### src/rtl/vdp_glue_pkg.sv
// shared widths, types and 480p/576p raster timings; totals assume one pixel per clk_w
package vdp_glue_pkg;

    // ------------------------------------------------------------------
    // field widths
    // ------------------------------------------------------------------

    localparam int COLOUR6_W      = 6;
    localparam int COLOUR8_W      = 8;
    localparam int VDP_COORD_W    = 11;
    localparam int RASTER_COORD_W = 10;
    localparam int HOST_ADDR_W    = 2;
    localparam int HOST_DATA_W    = 8;

    // vdp colour channel as it leaves the core
    typedef logic [COLOUR6_W-1:0]      colour6_t;
    // expanded channel toward the video encoder
    typedef logic [COLOUR8_W-1:0]      colour8_t;
    // vdp internal position counters
    typedef logic [VDP_COORD_W-1:0]    vdp_coord_t;
    // glue raster position, wide enough for 864 and 625
    typedef logic [RASTER_COORD_W-1:0] raster_coord_t;
    // vdp port select, taken from the mode pins
    typedef logic [HOST_ADDR_W-1:0]    host_addr_t;
    // host data byte
    typedef logic [HOST_DATA_W-1:0]    host_data_t;

    // ------------------------------------------------------------------
    // raster timings
    // ------------------------------------------------------------------

    // 480p, ntsc derived
    localparam int NTSC_H_TOTAL = 858;
    localparam int NTSC_V_TOTAL = 525;

    // 576p, pal
    localparam int PAL_H_TOTAL  = 864;
    localparam int PAL_V_TOTAL  = 625;

    // raster line expected under the vdp origin
    // 45 lines before the ntsc frame end
    localparam int NTSC_START_Y = 480;
    // 60 lines before the pal frame end
    localparam int PAL_START_Y  = 565;

    // raster column under the vdp origin, same for both standards
    localparam int START_X      = 0;

endpackage
### src/rtl/host_req_if.sv
// one-cycle host request toward the vdp core; no acknowledge, the core takes every pulse
`timescale 1ns/1ns

interface host_req_if;

    // single-cycle request strobe
    logic                     req;
    // write flag, only high together with req
    logic                     wrt;
    // port select, valid while req is high
    vdp_glue_pkg::host_addr_t adr;
    // write data, valid while req is high
    vdp_glue_pkg::host_data_t dbo;

    // capture side
    modport source (
        output req,
        output wrt,
        output adr,
        output dbo
    );

    // vdp side
    modport sink (
        input  req,
        input  wrt,
        input  adr,
        input  dbo
    );

endinterface

### src/rtl/vdp_glue_top.sv
// glue around an external v9958 core; vdp_* video inputs assumed on clk_w, one pixel per cycle
`timescale 1ns/1ns

module vdp_glue_top (
    input  logic                        clk_w,
    input  logic                        reset_n_w,

    // host port
    input  vdp_glue_pkg::host_addr_t    mode,
    input  logic                        csr_n,
    input  logic                        csw_n,
    input  vdp_glue_pkg::host_data_t    cdo,
    output vdp_glue_pkg::host_data_t    cdi,

    // request side of the vdp core
    output logic                        vdp_req,
    output logic                        vdp_wrt,
    output vdp_glue_pkg::host_addr_t    vdp_adr,
    output vdp_glue_pkg::host_data_t    vdp_dbo,
    input  vdp_glue_pkg::host_data_t    vdp_dbi,

    // video from the vdp core
    input  vdp_glue_pkg::colour6_t      vdp_r,
    input  vdp_glue_pkg::colour6_t      vdp_g,
    input  vdp_glue_pkg::colour6_t      vdp_b,
    input  logic                        scanlin_n,
    input  logic                        pal_mode,
    input  logic                        vdp_hdmi_reset,
    input  vdp_glue_pkg::vdp_coord_t    vdp_cx,
    input  vdp_glue_pkg::vdp_coord_t    vdp_cy,

    // toward the video encoder
    output vdp_glue_pkg::colour8_t      rgb_r,
    output vdp_glue_pkg::colour8_t      rgb_g,
    output vdp_glue_pkg::colour8_t      rgb_b,
    output vdp_glue_pkg::raster_coord_t cx,
    output vdp_glue_pkg::raster_coord_t cy,
    output logic                        video_reset
);

    host_req_if host_req ();

    // ------------------------------------------------------------------
    // host side
    // ------------------------------------------------------------------

    host_port_capture host_port_capture_inst (
        .clk_w     (clk_w),
        .reset_n_w (reset_n_w),
        .mode      (mode),
        .cdo       (cdo),
        .csr_n     (csr_n),
        .csw_n     (csw_n),
        .req_out   (host_req.source)
    );

    assign vdp_req = host_req.req;
    assign vdp_wrt = host_req.wrt;
    assign vdp_adr = host_req.adr;
    assign vdp_dbo = host_req.dbo;

    // read data straight from the core
    assign cdi     = vdp_dbi;

    // ------------------------------------------------------------------
    // video side
    // ------------------------------------------------------------------

    raster_aligner raster_aligner_inst (
        .clk_w          (clk_w),
        .reset_n_w      (reset_n_w),
        .pal_mode       (pal_mode),
        .vdp_hdmi_reset (vdp_hdmi_reset),
        .vdp_cx         (vdp_cx),
        .vdp_cy         (vdp_cy),
        .cx             (cx),
        .cy             (cy),
        .video_reset    (video_reset)
    );

    // odd line straight off the raster counter
    scanline_expander scanline_expander_inst (
        .clk_w     (clk_w),
        .reset_n_w (reset_n_w),
        .scanlin_n (scanlin_n),
        .line_odd  (cy[0]),
        .vdp_r     (vdp_r),
        .vdp_g     (vdp_g),
        .vdp_b     (vdp_b),
        .rgb_r     (rgb_r),
        .rgb_g     (rgb_g),
        .rgb_b     (rgb_b)
    );

endmodule

### src/rtl/scanline_expander.sv
// one-cycle colour path; line_odd must come from the raster line of the same input cycle
`timescale 1ns/1ns

module scanline_expander (
    input  logic                   clk_w,
    input  logic                   reset_n_w,
    input  logic                   scanlin_n,
    input  logic                   line_odd,
    input  vdp_glue_pkg::colour6_t vdp_r,
    input  vdp_glue_pkg::colour6_t vdp_g,
    input  vdp_glue_pkg::colour6_t vdp_b,
    output vdp_glue_pkg::colour8_t rgb_r,
    output vdp_glue_pkg::colour8_t rgb_g,
    output vdp_glue_pkg::colour8_t rgb_b
);

    logic dim;

    // scanline effect on, odd raster line
    assign dim = !scanlin_n && line_odd;

    // ------------------------------------------------------------------
    // expansion
    // ------------------------------------------------------------------

    // normal: colour in the top six bits
    // dimmed: shifted down one, roughly half brightness
    function automatic vdp_glue_pkg::colour8_t expand(
        input vdp_glue_pkg::colour6_t c,
        input logic                   half
    );
        vdp_glue_pkg::colour8_t result;
        if (half) begin
            result = {1'b0, c, 1'b0};
        end else begin
            result = {c, 2'b00};
        end
        return result;
    endfunction

    always_ff @(posedge clk_w or negedge reset_n_w) begin
        if (!reset_n_w) begin
            rgb_r <= '0;
            rgb_g <= '0;
            rgb_b <= '0;
        end else begin
            rgb_r <= expand(vdp_r, dim);
            rgb_g <= expand(vdp_g, dim);
            rgb_b <= expand(vdp_b, dim);
        end
    end

endmodule

### src/rtl/raster_aligner.sv
// free-running 480p/576p raster; pal_mode should only change while the vdp is resyncing
`timescale 1ns/1ns

module raster_aligner (
    input  logic                        clk_w,
    input  logic                        reset_n_w,
    input  logic                        pal_mode,
    input  logic                        vdp_hdmi_reset,
    input  vdp_glue_pkg::vdp_coord_t    vdp_cx,
    input  vdp_glue_pkg::vdp_coord_t    vdp_cy,
    output vdp_glue_pkg::raster_coord_t cx,
    output vdp_glue_pkg::raster_coord_t cy,
    output logic                        video_reset
);

    vdp_glue_pkg::raster_coord_t h_total;
    vdp_glue_pkg::raster_coord_t h_last;
    vdp_glue_pkg::raster_coord_t v_last;
    vdp_glue_pkg::raster_coord_t start_x;
    vdp_glue_pkg::raster_coord_t start_y;
    logic                        origin_seen;
    logic                        origin_misaligned;

    // ------------------------------------------------------------------
    // timing selection
    // ------------------------------------------------------------------

    assign h_total = pal_mode ? vdp_glue_pkg::raster_coord_t'(vdp_glue_pkg::PAL_H_TOTAL)
                              : vdp_glue_pkg::raster_coord_t'(vdp_glue_pkg::NTSC_H_TOTAL);

    // last column before the line wraps
    assign h_last  = h_total - 10'd1;

    // last line before the frame wraps
    assign v_last  = pal_mode ? vdp_glue_pkg::raster_coord_t'(vdp_glue_pkg::PAL_V_TOTAL - 1)
                              : vdp_glue_pkg::raster_coord_t'(vdp_glue_pkg::NTSC_V_TOTAL - 1);

    assign start_x = vdp_glue_pkg::raster_coord_t'(vdp_glue_pkg::START_X);

    // line the vdp origin should land on
    assign start_y = pal_mode ? vdp_glue_pkg::raster_coord_t'(vdp_glue_pkg::PAL_START_Y)
                              : vdp_glue_pkg::raster_coord_t'(vdp_glue_pkg::NTSC_START_Y);

    // ------------------------------------------------------------------
    // origin compare
    // ------------------------------------------------------------------

    // vdp at its own (0,0)
    assign origin_seen       = (vdp_cx == '0) && (vdp_cy == '0);

    // raster not where it should be at that moment
    assign origin_misaligned = origin_seen && ((cx != start_x) || (cy != start_y));

    // ------------------------------------------------------------------
    // raster counter
    // ------------------------------------------------------------------

    always_ff @(posedge clk_w or negedge reset_n_w) begin
        if (!reset_n_w) begin
            cx          <= vdp_glue_pkg::raster_coord_t'(vdp_glue_pkg::START_X);
            cy          <= vdp_glue_pkg::raster_coord_t'(vdp_glue_pkg::NTSC_START_Y);
            video_reset <= 1'b0;
        end else begin
            // core reset request or a late/early origin both resync
            video_reset <= vdp_hdmi_reset || origin_misaligned;

            if (video_reset) begin
                // park on the expected origin
                cx <= start_x;
                cy <= start_y;
            end else if (cx >= h_last) begin
                cx <= '0;
                // >= keeps a pal to ntsc switch from running past the end
                if (cy >= v_last) begin
                    cy <= '0;
                end else begin
                    cy <= cy + 10'd1;
                end
            end else begin
                cx <= cx + 10'd1;
            end
        end
    end

    // ------------------------------------------------------------------
    // checks
    // ------------------------------------------------------------------

    // column stays inside the line for the mode it was counted in
    a_cx_in_line : assert property (
        @(posedge clk_w) disable iff (!reset_n_w)
        $stable(pal_mode) |-> (cx < h_total)
    );

endmodule

### src/rtl/host_port_capture.sv
// csr_n/csw_n assumed settled at clk_w edges (no synchronizer); both low is no request
`timescale 1ns/1ns

module host_port_capture (
    input  logic                     clk_w,
    input  logic                     reset_n_w,
    input  vdp_glue_pkg::host_addr_t mode,
    input  vdp_glue_pkg::host_data_t cdo,
    input  logic                     csr_n,
    input  logic                     csw_n,
    host_req_if.source               req_out
);

    // sample takes one look at the pins, wait holds until they move
    typedef enum logic {
        ST_SAMPLE,
        ST_WAIT
    } cap_state_t;

    cap_state_t               state;
    logic [1:0]               cs_latch;
    logic [1:0]               cs_pins;
    logic                     strobe_req;
    logic                     req_r;
    logic                     wrt_r;
    vdp_glue_pkg::host_addr_t adr_r;
    vdp_glue_pkg::host_data_t dbo_r;

    assign cs_pins    = {csr_n, csw_n};
    // exactly one strobe active
    assign strobe_req = csr_n ^ csw_n;

    // ------------------------------------------------------------------
    // strobe fsm
    // ------------------------------------------------------------------

    always_ff @(posedge clk_w or negedge reset_n_w) begin
        if (!reset_n_w) begin
            state    <= ST_SAMPLE;
            cs_latch <= 2'b11;
            req_r    <= 1'b0;
            wrt_r    <= 1'b0;
        end else begin
            case (state)
                ST_SAMPLE: begin
                    req_r    <= strobe_req;
                    // write only when csw_n alone is low
                    wrt_r    <= strobe_req && !csw_n;
                    // remember the level so a held strobe fires once
                    cs_latch <= cs_pins;
                    state    <= ST_WAIT;
                end
                default: begin
                    req_r <= 1'b0;
                    wrt_r <= 1'b0;
                    // any edge on either pin rearms the sampler
                    if (cs_pins != cs_latch) begin
                        state <= ST_SAMPLE;
                    end
                end
            endcase
        end
    end

    // address and data follow the sample cycle
    always_ff @(posedge clk_w) begin
        if (state == ST_SAMPLE) begin
            adr_r <= mode;
            dbo_r <= cdo;
        end
    end

    assign req_out.req = req_r;
    assign req_out.wrt = wrt_r;
    assign req_out.adr = adr_r;
    assign req_out.dbo = dbo_r;

    // ------------------------------------------------------------------
    // checks
    // ------------------------------------------------------------------

    // the vdp sees a pulse, never a level
    a_req_single_cycle : assert property (
        @(posedge clk_w) disable iff (!reset_n_w)
        req_r |=> !req_r
    );

    // the core treats wrt without req as garbage
    a_wrt_needs_req : assert property (
        @(posedge clk_w) disable iff (!reset_n_w)
        wrt_r |-> req_r
    );

endmodule

### config.mk
export PLATFORM = sky130hd
export DESIGN_NAME = vdp_glue_top
export DESIGN_NICKNAME = d
export VERILOG_FILES = /design/src/rtl/vdp_glue_pkg.sv /design/src/rtl/host_req_if.sv /design/src/rtl/vdp_glue_top.sv /design/src/rtl/scanline_expander.sv /design/src/rtl/raster_aligner.sv /design/src/rtl/host_port_capture.sv
export SDC_FILE = /design/constraint.sdc
export NUM_CORES = 1
export LEC_CHECK = 0
export BUFFER_PORTS_ARGS = -buffer_cell sky130_fd_sc_hd__buf_2
export CORE_MARGIN = 10
export CORE_UTILIZATION = 25
export CTS_BUF_LIST = sky130_fd_sc_hd__clkbuf_8
export CTS_CLUSTER_SIZE = 12
export DETAILED_ROUTE_END_ITERATION = 10
export GPL_TIMING_DRIVEN = 0
export PLACE_DENSITY = 0.59
export SYNTH_ARGS = -nofsm -noshare
export SYNTH_HDL_FRONTEND = slang
export SYNTH_SLANG_ARGS = --single-unit
### constraint.sdc
create_clock -name clk_w -period 2.51 [get_ports clk_w]
set_input_delay 0.1255 -clock clk_w [delete_from_list [all_inputs] [get_ports clk_w]]
set_output_delay 0.1255 -clock clk_w [all_outputs]
set_load 0.01 [all_outputs]
==> impl_metrics.tcl <==
set metrics [dict create \
    final_common_cell "buf_2" \
    hold_violations 41 \
    cts.sinks 57 \
    hold-worst-slack_ns -0.0309 \
    wl_met1_mm 3.58 \
    initial_core_util_pct 25.7 \
    core.rowCount 38 \
    intPower_mw 1.69 \
    numCtsBuffers 9 \
    die_h_um 126 \
    ys_seq_elements 57 \
    netlist_area_sq_um 2800 \
    synthTopCellsByArea "dfrtp_1 (37%), edfxtp_1 (11%), mux2_1 (6.0%), dfstp_2 (5.6%), ha_1 (5.4%)" \
    area_growth_pct 43.1 \
    failed_checks "hold timing" \
    drt-initial-drc-count 124 \
    synth.distinct_cells 48 \
    htreeDepth 3 \
    grt_start_max_net_pins 48 \
    worstMarginPinSlew_ns 1.06 \
    cts_resized 0 \
    finalClockSkew_ns 0.00502 \
    synth_cells 249 \
    wl_mm 8.37 \
    start_kind "flip-flop" \
    fin_crit_ns 2.18 \
    die_w_um 126 \
    gp_congestion 0.829 \
    status "finished with violations" \
    drt_pass1_iterations 4 \
    vias_per_cell 4.42 \
    io_pins 130 \
    tns_ns 0 \
    max-clock-path-buffers 2 \
    yosysTopAreaCell "dfrtp_1" \
    hp-class "primary input to async pin" \
    power_frac_comb_pct 21.4 \
    powerDensity_nw_per_um2 610 \
    seqPwrFrac_pct 48.5 \
    cp.arrival_ns 2.45 \
    peakVddDrop_mv 0.232 \
    clock_latency_ns 0.35 \
    r2r_cells 7 \
    report.final.slew_viol_count 0 \
    clkTransAtPathRegs_ns 0.07 \
    endpoint_kind "flip-flop" \
    max_slew_margin_pct 29.4 \
    track_usage_pct 10.5 \
    dr_wl_met3_um 603 \
    synth.avg_cell_area_sq_um 11.2 \
    setup_violations 0 \
    drc_errors 0 \
    critPathRequiredTime_ns 2.78 \
    seq_area_frac_synth_pct 53.1 \
    final_cell_area_sq_um 4000 \
    async_flop_share_pct 82.5 \
    p_switching_mw 0.748 \
    grt-ovfl-total 0 \
    dr_total_vias 2441 \
    ctsRootBufferMaster "clkbuf_8" \
    criticalPathCategory "flip-flop to flip-flop" \
    synth_ff_type "dfrtp_1" \
    diodes 0 \
    antenna_found_initial 0 \
    drive_above_1_share_pct 38.3 \
    synth_top_area_share_pct 36.7 \
    period_share_pct 86.7 \
    switching_share_pct 30.7 \
    cp_max_fo 10 \
    max_freq_mhz 460 \
    grt_first_pass_wirelength_mm 13.4 \
    io_buffers 118 \
    avgRoutedWirePerCell_um 15.2 \
    maxCapViolCount 0 \
    p_leak_nw 1.92 \
    ant_nets 0 \
    pwr-share-clk_pct 30.2 \
    wl_met2_mm 3.97 \
    placed_cell_area_sq_um 3570 \
    final_cell_mix "buf_2 (120), dfrtp_1 (41), dlygate4sd3_1 (27)" \
    hpwlAfterDp_mm 6.42 \
    dieArea_sq_um 15800 \
    rsz0062_at_grt "no" \
    layout.nets 484 \
    ys_warn_count 0 \
    grt_pass1_vias 2633 \
    top_layer "met4" \
    synth_edf_count 10 \
    fp.coreArea_sq_um 10900 \
    tritoncts "done" \
]
[power by group through the flow]
stage	logic, mW	registers [mW]	clock network (mW)
floorplan	0.218	1.24	0
finish	0.521	1.18	0.736
CTS	0.534	1.18	0.752
detailed placement	0.496	1.20	0
global placement	0.483	1.20	0
global route	0.583	1.20	0.802
[cell families after synthesis]
group	Yosys count	synth area share [%]
AOI/OAI and AO/OA	32	8.59
xor gates and xnor gates	10	3.13
adders and majority gates	12	5.37
buffers and inverters	37	6.67
DFF	57	53.1
muxes	16	6.44
other	1	0.134
and+or+nand+nor	84	16.6
[repair_timing]
item                      in CTS  in global routing
hold endpoints to repair      26                  0
setup buffers                  0                  0
hold buffers                  27                  0
[cell type report]
type,instances,area [sq um]
flip-flops and latches,57,1480
multi-input cells,157,1130
plain buffers,17,111
clock inverters,7,38.8
clock buffers,9,124
fillers,1112,6890
repair buffers,145,861
well taps,140,175
inverters,20,75.1
[state kept, by name, summed over array words and instances (netlist names)]
name / cells
raster_aligner_inst.video_reset: 1
host_port_capture_inst.req_out.dbo: 8
scanline_expander_inst.rgb_b: 7
scanline_expander_inst.rgb_r: 7
host_port_capture_inst.cs_latch: 2
raster_aligner_inst.cx: 10
host_port_capture_inst.req_out.adr: 2
scanline_expander_inst.rgb_g: 7
host_port_capture_inst.req_out.req: 1
host_port_capture_inst.req_out.wrt: 1
host_port_capture_inst.state: 1
raster_aligner_inst.cy: 10
[worst paths after layout]
path                                                           startpoint                                              to  slack [ns]
setup / recovery                    raster_aligner_inst.cy[0]$_DFFE_PN0P_           raster_aligner_inst.cy[7]$_DFFE_PN1P_        0.33
hold / removal                                                  reset_n_w    host_port_capture_inst.req_out.req$_DFF_PN0_       -0.03
setup reg to reg                    raster_aligner_inst.cy[0]$_DFFE_PN0P_           raster_aligner_inst.cy[7]$_DFFE_PN1P_        0.33
hold reg to reg            host_port_capture_inst.cs_latch[0]$_DFFE_PN1N_  host_port_capture_inst.cs_latch[0]$_DFFE_PN1N_        0.51
max in group asynchronous                                       reset_n_w           raster_aligner_inst.cy[9]$_DFFE_PN0P_        1.90
min in group clk_w                                               vdp_b[2]       scanline_expander_inst.rgb_b[3]$_DFF_PN0_        0.01
[synth_stat cells (8+ instances only)]
| library cell | n |
|---|---|
| dfrtp_1 | 41 |
| ha_1 | 12 |
| nor2_1 | 19 |
| buf_4 | 12 |
| inv_1 | 20 |
| nand2_1 | 9 |
| nor4_1 | 8 |
| edfxtp_1 | 10 |
| nand3_1 | 11 |
| mux2_1 | 15 |
[through the flow]
step / util [%] / std cells / power [mW] / setup WS, ns / hold slack [ns]
6_report: 36.8 / 552 / 2.44 / 0.335 / -0.0309
5_1_grt: 36.8 / 552 / 2.59 / 0.168 / 0.00661
4_1_cts: 36.8 / 552 / 2.47 / 0.300 / 0.00124
3_5_place_dp: 32.8 / 509 / 1.70 / 0.334 / 0.305
3_3_place_gp: 32.8 / 509 / 1.68 / 0.328 / 0.303
2_1_floorplan: - / 251 / 1.46 / 0.543 / -0.170
[metal layers]
layer	global-route usage, %	vias up
li1	-	1187
met1	12.1	1156
met2	16.9	84
met3	3.27	14
met4	6.03	0
met5	0	-
[critical path: stages, from the launching register on]
cell and delay [ns]:
dfrtp_1 0.46, inv_1 0.14, ha_1 0.21, and3_4 0.18
o311a_4 0.38, nor3_4 0.37, a311oi_1 0.18, a41oi_2 0.17
No activity file was read; power rests on OpenSTA's default activity.
